--- src/source/isaPkg.sv ---
package isaPkg;

	typedef logic [4:0] regAddrT;
	typedef logic [31:0] dataT;
	typedef logic [15:0] imm16T;

	typedef enum logic [2:0] {
		OP_ADD,
		OP_SUB,
		OP_AND,
		OP_OR,
		OP_ADDI,
		OP_ORI,
		OP_LUI,
		OP_JAL
	} opcodeE;

	// One decoded instruction as it arrives at the issue stage
	typedef struct packed {
		opcodeE op;
		regAddrT rs;
		regAddrT rt;
		regAddrT rd;
		imm16T imm16;
		dataT pc;
	} instrT;

	localparam regAddrT LINK_REG = 5'd31;	// Return address register for JAL

endpackage

--- src/source/pipePkg.sv ---
package pipePkg;

	typedef enum logic [1:0] {
		SEL_ALU,	// ALU result
		SEL_UPPER,	// Immediate in the upper half
		SEL_LINK	// pc plus 8
	} resultSelE;

	typedef struct packed {
		logic writeEn;	// Low when the destination is r0
		isaPkg::regAddrT dest;
		resultSelE resultSel;
		isaPkg::dataT aluOut;
		isaPkg::imm16T imm16;
		isaPkg::dataT pc;
	} queueEntryT;

	// Register file write bus and outbound write report
	typedef struct packed {
		isaPkg::regAddrT addr;
		isaPkg::dataT data;
	} wbPortT;

	localparam int QUEUE_DEPTH = 4;

endpackage

--- src/source/regFile.sv ---
`timescale 1ns/1ps

module regFile (
	input  logic clk,
	input  logic rstN,
	input  isaPkg::regAddrT rdAddrA,
	input  isaPkg::regAddrT rdAddrB,
	output isaPkg::dataT rdDataA,
	output isaPkg::dataT rdDataB,
	input  logic wrEn,
	input  pipePkg::wbPortT wr
);

	isaPkg::dataT regs [32];

	always_ff @(posedge clk) begin
		if (!rstN) begin
			for (int i = 0; i < 32; i++) begin
				regs[i] <= '0;
			end
		end else if (wrEn && wr.addr != '0) begin	// r0 is never written
			regs[wr.addr] <= wr.data;
		end
	end

	always_comb begin
		rdDataA = regs[rdAddrA];
		rdDataB = regs[rdAddrB];
		if (rdAddrA == '0) begin
			rdDataA = '0;
		end
		if (rdAddrB == '0) begin
			rdDataB = '0;
		end
	end

endmodule

--- src/source/issueStage.sv ---
`timescale 1ns/1ps

module issueStage (
	input  logic clk,
	input  logic rstN,
	input  logic inValid,
	output logic inReady,
	input  isaPkg::instrT inInstr,
	output isaPkg::regAddrT rdAddrA,
	output isaPkg::regAddrT rdAddrB,
	input  isaPkg::dataT rdDataA,
	input  isaPkg::dataT rdDataB,
	input  logic rfWrEn,
	input  pipePkg::wbPortT rfWr,
	output logic pushValid,
	input  logic pushReady,
	output pipePkg::queueEntryT pushEntry
);

	typedef logic [31:0] regMaskT;

	isaPkg::regAddrT dest;
	isaPkg::dataT opA;
	isaPkg::dataT regB;
	isaPkg::dataT opB;
	isaPkg::dataT aluOut;
	pipePkg::resultSelE resultSel;
	regMaskT pending;
	regMaskT pendingNow;
	regMaskT setMask;
	regMaskT clearMask;
	logic writeEn;
	logic hazard;
	logic accept;

	assign rdAddrA = inInstr.rs;
	assign rdAddrB = inInstr.rt;

	always_comb begin
		case (inInstr.op)
			isaPkg::OP_ADD, isaPkg::OP_SUB, isaPkg::OP_AND, isaPkg::OP_OR: dest = inInstr.rd;
			isaPkg::OP_JAL: dest = isaPkg::LINK_REG;
			default: dest = inInstr.rt;	// Immediate forms write rt
		endcase
	end

	assign writeEn = (dest != '0);

	// Bypass from the write port so a reader in the write cycle sees the new value
	assign opA = (rfWrEn && rfWr.addr == inInstr.rs) ? rfWr.data : rdDataA;
	assign regB = (rfWrEn && rfWr.addr == inInstr.rt) ? rfWr.data : rdDataB;

	always_comb begin
		case (inInstr.op)
			isaPkg::OP_ADDI: opB = {{16{inInstr.imm16[15]}}, inInstr.imm16};
			isaPkg::OP_ORI: opB = {16'h0000, inInstr.imm16};
			default: opB = regB;
		endcase
	end

	always_comb begin
		resultSel = pipePkg::SEL_ALU;
		case (inInstr.op)
			isaPkg::OP_SUB: aluOut = opA - opB;
			isaPkg::OP_AND: aluOut = opA & opB;
			isaPkg::OP_OR, isaPkg::OP_ORI: aluOut = opA | opB;
			default: aluOut = opA + opB;
		endcase
		if (inInstr.op == isaPkg::OP_LUI) begin
			resultSel = pipePkg::SEL_UPPER;
		end else if (inInstr.op == isaPkg::OP_JAL) begin
			resultSel = pipePkg::SEL_LINK;
		end
	end

	// A write landing this cycle releases its register for the same cycle
	assign clearMask = rfWrEn ? (regMaskT'(1) << rfWr.addr) : '0;
	assign pendingNow = pending & ~clearMask;
	assign hazard = pendingNow[inInstr.rs] | pendingNow[inInstr.rt] | pendingNow[dest];

	assign pushValid = inValid && !hazard;
	assign inReady = pushReady && !hazard;
	assign accept = pushValid && pushReady;
	assign setMask = (accept && writeEn) ? (regMaskT'(1) << dest) : '0;

	always_ff @(posedge clk) begin
		if (!rstN) begin
			pending <= '0;
		end else begin
			pending <= pendingNow | setMask;	// A new claim wins over a clear
		end
	end

	always_comb begin
		pushEntry.writeEn = writeEn;
		pushEntry.dest = dest;
		pushEntry.resultSel = resultSel;
		pushEntry.aluOut = aluOut;
		pushEntry.imm16 = inInstr.imm16;
		pushEntry.pc = inInstr.pc;
	end

endmodule

--- src/source/resultQueue.sv ---
`timescale 1ns/1ps

module resultQueue #(
	parameter int DEPTH = pipePkg::QUEUE_DEPTH
) (
	input  logic clk,
	input  logic rstN,
	input  logic pushValid,
	output logic pushReady,
	input  pipePkg::queueEntryT pushEntry,
	output logic popValid,
	input  logic popReady,
	output pipePkg::queueEntryT popEntry
);

	localparam int PTR_W = (DEPTH > 1) ? $clog2(DEPTH) : 1;
	localparam int CNT_W = $clog2(DEPTH + 1);

	typedef logic [PTR_W-1:0] ptrT;
	typedef logic [CNT_W-1:0] countT;

	pipePkg::queueEntryT mem [DEPTH];
	ptrT wrPtr;
	ptrT rdPtr;
	countT count;
	logic doPush;
	logic doPop;

	assign popValid = (count != '0);
	assign pushReady = (count != countT'(DEPTH)) || popReady;	// A full queue takes a push on pop
	assign doPush = pushValid && pushReady;
	assign doPop = popValid && popReady;
	assign popEntry = mem[rdPtr];

	always_ff @(posedge clk) begin
		if (doPush) begin
			mem[wrPtr] <= pushEntry;
		end
	end

	always_ff @(posedge clk) begin
		if (!rstN) begin
			wrPtr <= '0;
			rdPtr <= '0;
			count <= '0;
		end else begin
			if (doPush) begin
				wrPtr <= (wrPtr == ptrT'(DEPTH - 1)) ? '0 : wrPtr + 1'b1;
			end
			if (doPop) begin
				rdPtr <= (rdPtr == ptrT'(DEPTH - 1)) ? '0 : rdPtr + 1'b1;
			end
			case ({doPush, doPop})
				2'b10: count <= count + 1'b1;
				2'b01: count <= count - 1'b1;
				default: count <= count;
			endcase
		end
	end

endmodule

--- src/source/writebackStage.sv ---
`timescale 1ns/1ps

module writebackStage (
	input  logic clk,
	input  logic rstN,
	input  logic popValid,
	output logic popReady,
	input  pipePkg::queueEntryT popEntry,
	output logic rfWrEn,
	output pipePkg::wbPortT rfWr,
	output logic wbValid,
	input  logic wbReady,
	output pipePkg::wbPortT wbData
);

	isaPkg::dataT wrData;
	pipePkg::wbPortT reportData;
	logic reportValid;
	logic pop;

	always_comb begin
		case (popEntry.resultSel)
			pipePkg::SEL_UPPER: wrData = {popEntry.imm16, 16'h0000};
			pipePkg::SEL_LINK: wrData = popEntry.pc + 32'd8;
			default: wrData = popEntry.aluOut;
		endcase
	end

	assign popReady = !reportValid || wbReady;
	assign pop = popValid && popReady;
	assign rfWrEn = pop && popEntry.writeEn;	// Writes to r0 are dropped here
	assign rfWr = '{addr: popEntry.dest, data: wrData};

	always_ff @(posedge clk) begin
		if (!rstN) begin
			reportValid <= 1'b0;
		end else if (pop) begin
			reportValid <= popEntry.writeEn;
		end else if (wbReady) begin
			reportValid <= 1'b0;
		end
	end

	always_ff @(posedge clk) begin
		if (rfWrEn) begin
			reportData <= rfWr;
		end
	end

	assign wbValid = reportValid;
	assign wbData = reportData;

endmodule

--- src/source/execCore.sv ---
`timescale 1ns/1ps

module execCore (
	input  logic clk,
	input  logic rstN,
	input  logic inValid,
	output logic inReady,
	input  isaPkg::instrT inInstr,
	output logic wbValid,
	input  logic wbReady,
	output pipePkg::wbPortT wbData
);

	isaPkg::regAddrT rdAddrA;
	isaPkg::regAddrT rdAddrB;
	isaPkg::dataT rdDataA;
	isaPkg::dataT rdDataB;
	logic rfWrEn;
	pipePkg::wbPortT rfWr;
	logic pushValid;
	logic pushReady;
	pipePkg::queueEntryT pushEntry;
	logic popValid;
	logic popReady;
	pipePkg::queueEntryT popEntry;

	regFile i_regFile (
		.clk(clk),
		.rstN(rstN),
		.rdAddrA(rdAddrA),
		.rdAddrB(rdAddrB),
		.rdDataA(rdDataA),
		.rdDataB(rdDataB),
		.wrEn(rfWrEn),
		.wr(rfWr)
	);

	issueStage i_issue (
		.clk(clk),
		.rstN(rstN),
		.inValid(inValid),
		.inReady(inReady),
		.inInstr(inInstr),
		.rdAddrA(rdAddrA),
		.rdAddrB(rdAddrB),
		.rdDataA(rdDataA),
		.rdDataB(rdDataB),
		.rfWrEn(rfWrEn),
		.rfWr(rfWr),
		.pushValid(pushValid),
		.pushReady(pushReady),
		.pushEntry(pushEntry)
	);

	resultQueue #(
		.DEPTH(pipePkg::QUEUE_DEPTH)
	) i_queue (
		.clk(clk),
		.rstN(rstN),
		.pushValid(pushValid),
		.pushReady(pushReady),
		.pushEntry(pushEntry),
		.popValid(popValid),
		.popReady(popReady),
		.popEntry(popEntry)
	);

	writebackStage i_writeback (
		.clk(clk),
		.rstN(rstN),
		.popValid(popValid),
		.popReady(popReady),
		.popEntry(popEntry),
		.rfWrEn(rfWrEn),
		.rfWr(rfWr),
		.wbValid(wbValid),
		.wbReady(wbReady),
		.wbData(wbData)
	);

endmodule

--- config.mk ---
export PLATFORM = sky130hd
export DESIGN_NAME = execCore
export DESIGN_NICKNAME = d
export VERILOG_FILES = /design/src/source/isaPkg.sv /design/src/source/pipePkg.sv /design/src/source/regFile.sv /design/src/source/issueStage.sv /design/src/source/resultQueue.sv /design/src/source/writebackStage.sv /design/src/source/execCore.sv
export SDC_FILE = /design/constraint.sdc
export NUM_CORES = 2
export LEC_CHECK = 0
export ABC_CLOCK_PERIOD_IN_PS = 9250
export BUFFER_PORTS_ARGS = -buffer_cell sky130_fd_sc_hd__buf_2
export CORE_UTILIZATION = 30
export CTS_CLUSTER_DIAMETER = 40
export DETAILED_ROUTE_END_ITERATION = 6
export PLACE_DENSITY = 0.41
export SLEW_MARGIN = 20
export SYNTH_ARGS = -nofsm -noshare
export SYNTH_HDL_FRONTEND = slang
export SYNTH_SLANG_ARGS = --single-unit
--- constraint.sdc ---
create_clock -name clk -period 9.25 [get_ports clk]
set_input_delay 0.925 -clock clk [delete_from_list [all_inputs] [get_ports clk]]
set_output_delay 0.925 -clock clk [all_outputs]
set_load 0.05 [all_outputs]
Word level (Yosys, flattened, before mapping)
Memory sizes are Yosys's and may differ from the RTL's. A register that Yosys moved wholly into a read port is not among the register bits.
Cells that the tools add are included.

storage, ports and cells
  register bits after elaboration = 77
  bits in latches = 0
  memory bits (writable) = 1,376
  memory bits (read-only) = 0
  memories = 2

operators by class
  $add $sub $neg = 7
  multiply operators = 0
  div/mod/pow operators = 0
  $lt $le $gt $ge = 3
  equal/unequal tests = 16
  shift-type cells = 2
  multiplexer cells = 34
  bitwise gates (word level) = 7
  reduce and logical (&&, ||, !) cells = 24

memories
  memory          words  bits a word  read ports  clocked after memory_dff  wr ports  RTL line           text
  i_regFile.regs  32     32           2           0                         32        regFile.sv:14      isaPkg::dataT regs [32];
  i_queue.mem     4      88           1           1                         1         resultQueue.sv:22  pipePkg::queueEntryT mem [DEPTH];

operators by type and width
  operator                                                    number
  two-way mux 32 bit                                          7
  one-hot mux 32 bit (2 select lines)                         2
  one-hot mux 32 bit (3 select lines)                         1
  AND 32 bit                                                  2
  bitwise OR 32 bit                                           2
  left shift 1 x 5 -> 32 bit, first input constant            2
  adder 32 bit                                                1
  adder 32 x 4 -> 32 bit, second input constant               1
  inverter 32 bit                                             1
  OR reduction 32 bit                                         1
  subtractor 32 bit                                           1
  less-than comparator 5 x 6 -> 1 bit, second input constant  3
  binary-select mux 1 bit (select 5 bit)                      3
  == test 3 bit, second input constant                        4
  two-way mux 1 bit                                           12
  two-way mux 2 bit                                           6
  == test 5 bit                                               2
  logical NOT 5 bit                                           2
  one-hot mux 5 bit (2 select lines)                          1
  nonzero test 5 bit                                          2
  logical AND 1 bit                                           9
  == test 2 bit, second input constant                        4
  == test 3 x 2 -> 1 bit, second input constant               2
  one-hot mux 3 bit (2 select lines)                          1
  15 further kinds                                            21

Longest topological paths before layout
  depth in word-level cells = 17
  depth in mapped cells = 38
  mapped depth without buffers = 28

Hierarchy
From an unflattened synthesis, not the netlist that was laid out.

unflattened totals
  cells, all modules = 5,273
  area, all modules = 77,038.9 um2

modules (own cells, without submodules)
  module          times used  cells an instance  area each (um2)  sequential area each (um2)
  regFile         1           3,507              54,232.0         30,749.5
  resultQueue     1           516                13,143.9         10,750.3
  issueStage      1           1,028              7,423.4          640.6
  writebackStage  1           222                2,239.6          1,131.1

Worst setup path before layout
Ideal clock, no wire load.

  path type = input -> register
  from = in wbReady
  to = mem i_queue.mem[3][0] (netlist name), enable pin
  library setup time = 0.535 ns
  data arrival time = 8.453 ns
  data required time = 8.715 ns
  slack = 0.262 ns
  stages on the path = 15
  path buffers = 2
  cell sequence = nand2b_1 -> nand3_1 -> inv_1 -> nand3b_1 -> clkbuf_1 -> o21ai_0 -> nor2_1 -> o311ai_0 -> o21ai_1 -> a21oi_1 -> mux2i_1 -> nor4_4 -> nand2_1 -> buf_2 -> nor2_1

between the ends
  longest elaborated chain between the ends = 15
  elaborated cells on any way between the ends = 20
  classes of those cells = mux (9); bitwise (4); reduce/logical (7)

ends and longest elaborated chain
  element                                      RTL line              text
  start: declaration                           execCore.sv:10        input logic wbReady,
  logical OR 1 bit (*)                         writebackStage.sv:29  assign popReady = !reportValid || wbReady;
  logical AND 1 bit (*)                        writebackStage.sv:30  assign pop = popValid && popReady;
  logical AND 1 bit (*)                        writebackStage.sv:31  assign rfWrEn = pop && popEntry.writeEn;
  net i_issue.rfWrEn                           issueStage.sv:13      input logic rfWrEn,
  two-way mux 32 bit (*)                       issueStage.sv:77      assign clearMask = rfWrEn ? (regMaskT'(1) << rfWr.addr) : '0;
  inverter 32 bit (*)                          issueStage.sv:78      assign pendingNow = pending & ~clearMask;
  AND 32 bit (*)                               issueStage.sv:78
  binary-select mux 1 bit (select 5 bit)       issueStage.sv:79      assign hazard = pendingNow[inInstr.rs] | pendingNow[inInstr.rt] | pendingNow[dest];
  two-way mux 1 bit (implied by the code)      issueStage.sv:79
  bitwise OR 1 bit                             issueStage.sv:79
  bitwise OR 1 bit (*)                         issueStage.sv:79
  logical NOT 1 bit (*)                        issueStage.sv:81      assign pushValid = inValid && !hazard;
  logical AND 1 bit (*)                        issueStage.sv:81
  logical AND 1 bit (*)                        resultQueue.sv:31     assign doPush = pushValid && pushReady;
  two-way mux 1 bit (*)                        resultQueue.sv:36     if (doPush) begin
  two-way mux 1 bit (implied by the code) (*)  resultQueue.sv:37     mem[wrPtr] <= pushEntry;
  end: declaration                             resultQueue.sv:22

Mark *: on every way through the listed nets, which the timed path passes. The rest lies on a longest branch. The select of a mux whose other input is x is not followed.

==> metrics <==
fmax=roughly 0.12 GHz; # DRC=0; Post-Route M1 WL=~130 mm; Buffers on Ports=approximately 110; yosys warns=0; Final Hold Viols=0; Tmin final=a little over 8000 ps; first-pass GRT wire length=a little over 400 mm; Post-DRT Antenna Nets=0; Critical Path Fanout Max=18; clock tree sinks=1,455; largest net degree at the start of global routing=89; setup bufs post-CTS=0; final slew viol count=0; CP arrival=a little under 9000 ps; Die X=roughly 500 um; Reg2Reg Depth=25; worst min-delay path class=in2reg; root buffer cell=clkbuf_16; worst slack on hold paths=between 200 and 250 ps; Slew HR=~7.9%; Post-synth EDFFs=1,413; GPL Wtd Cong=~0.86; vias in the first global route=49,434; RSZ-0062 raised after global routing=false; Skew-Pair Late Insertion Delay=between 900 and 1000 ps; Leak=just over 30 nW; most frequent cells in the layout=edfxtp_1 (1,413), nor2_1 (1,127), mux4_2 (668); cts hold-fix bufs=0; Power Density=300 nW/um2; drt initial violations=~5,000; Die Y-Extent=between 400 and 500 um; CTS buffer count=a little over 300; drt total wl=between 200 and 300 mm; IR drop worst, VDD=between 0.2 and 0.3 mV; CTS tree=done; nets=about 5,400; GRT overflow=0; drt wl/cell=about 33 um; fill cell count=23,198; fin crit share=about nine tenths; outcome=finished, final reports clean; most common cell after layout, fill and taps aside=edfxtp_1; utilization after layout=36.2%; #FFs+latches synth=about 1,500; Setup Skew=90.1 ps; final setup fails=0; post-synthesis sequential area ratio=around 58%; post-cts repair resize count=0; Reg clk slew, reported paths=around 50 ps; Worst-Margin Slew=around 1400 ps; CTS Buffer Depth=4; Worst setup SP type=flop; initial antenna violation count=11; total negative slack=0 ps; ratio of cells with drive above 1 in the final layout=around 29%; top-level I/O count=109; critical path type=reg2reg; worst reg2reg setup slack=between 1000 and 1500 ps; Syn Area/Cell=around 15 um2; Area growth syn-to-layout=20.0%; Power, Total=26.7 mW; Distinct cells, synth=100; total number of H-tree levels=5; crit end category=flop; DPL Wire Length=approximately 170 mm; R2R Path End=i_queue.mem[3][79]; Top Layer Used=met5; vias per cell=~5.6; GRT Overall Usage=~23%; row cnt=182; Die ar.=roughly 250,000 um2; router iterations before antenna repair=5; WP data required=9900 ps; DR vias=about 49,000; Async SR Flop Fraction=0%; Hold Path End=i_queue.mem[0][13]; routed length on met2=between 100 and 150 mm; area of the mapped netlist=74,200 um2; Primary FF master, synth=edfxtp_1; hold depth=1; routed wl met3=about 19 mm; Max Cap Viol=0; Mapped Cells=slightly above 5,000; core area=246,000 um2; hold_sp=inInstr[13]; Initial Util=between 30% and 40%
-- cells in the mapped netlist (40+ instances only) --
| cell | instances | share of area, % |
|---|---|---|
| edfxtp_1 | 1413 | 57 |
| nor2_1 | 1134 | 5.7 |
| mux4_2 | 668 | 20 |
| clkbuf_1 | 329 | 1.7 |
| nand2_1 | 211 | 1.1 |
| mux2i_1 | 181 | 2.4 |
| a21oi_1 | 90 | 0.61 |
| o21ai_0 | 85 | 0.57 |
| inv_1 | 79 | 0.40 |
| o22ai_1 | 70 | 0.59 |
| buf_1 | 52 | 0.26 |
| buf_2 | 52 | 0.35 |
| nand3_1 | 47 | 0.32 |
| o32ai_1 | 47 | 0.56 |
| ha_1 | 43 | 0.73 |
| dfxtp_1 | 42 | 1.1 |
| xnor2_1 | 40 | 0.47 |
-- kinds of logic (layout without fill, tap and decap cells) --
logic type	Yosys count	count (layout)	synth area share, %
other	1	35	0.00506
buffers and inverters	548	925	3.09
xor gates and xnor gates	71	71	0.839
muxes	853	853	22.8
DFF	1455	1455	58.4
and+or+nand+nor	1572	1572	8.88
AOI/OAI and AO/OA	512	512	4.89
adders and majority gates	72	72	1.14
-- flip-flops by register name, indices dropped and copies added (netlist names), named ones only --
signal / count
i_regFile.regs: 1024
i_queue.mem: 352
i_writeback.wbData: 37
i_issue.pending: 32
i_queue.count: 3
i_queue.rdPtr: 2
i_queue.wrPtr: 2
i_writeback.wbValid: 1
-- how the worst max path moves through the flow --
stage | startpoint | endpoint | slack, ps | cells past startpoint
2_1_floorplan | wbReady | i_queue.mem[3][0] | 260 | 15
6_report | flop | i_queue.mem[3][79] | 1020 | 25
5_1_grt | flop | i_queue.mem[0][79] | 500 | 25
3_3_place_gp | inInstr[53] | i_queue.mem[0][79] | 350 | 24
3_5_place_dp | inInstr[53] | i_queue.mem[2][79] | 390 | 24
4_1_cts | flop | i_queue.mem[1][79] | 1070 | 25
-- metrics by stage --
step / area [um2] / instances / setup slack (ps)
finish: 89000 / 8715 / 1020
global route: 89000 / 8713 / 502
CTS: 89000 / 8712 / 1070
detailed placement: 79100 / 8177 / 389
global placement: 79100 / 8177 / 352
floorplan: 74300 / 5115 / 262
-- power by group --
part	leakage, nW	internal, mW	switching (mW)	total, mW
Combinational	11.8	2.00	5.86	7.86
Sequential	14.5	7.93	0.225	8.15
Clock	4.77	7.02	3.66	10.7
-- layout make-up --
cell class | instances | area, um2 | area share [%]
clock inverter | 199 | 2050 | 2.31
clock buffer | 336 | 7860 | 8.83
inverter | 88 | 339 | 0.381
multi-input combinational | 3112 | 29200 | 32.8
antenna | 3 | 7.51 | 0.00844
timing repair buffer | 302 | 2250 | 2.53
sequential | 1455 | 43300 | 48.6
tap | 3220 | 4030 | 4.53
-- layer usage --
layer	vias up	global-route usage (%)
met2	1923	37.8
met3	401	4.16
met1	26352	31.7
met4	10	5.83
li1	20268	-
met5	-	0
-- worst max-delay path: stages (launching register included) --
cell and delay, ps:
dfxtp_4 610, mux4_2 600, ha_2 630, nor2b_4 170, buf_4 270, a22oi_2 290, nor4_1 100, a221oi_2 400
ha_1 260, inv_1 60, nor4_1 480, nand3_1 320, o21ai_0 280, xnor2_1 100, ha_1 380, a21o_1 180
a21o_1 190, a211o_1 300, a221o_1 360, a31o_2 270, o2111ai_1 270, a31oi_1 190, o21ai_0 490, o311ai_0 240
nor4_1 330, nand2_1 160
(Power assumes the default switching activity.)
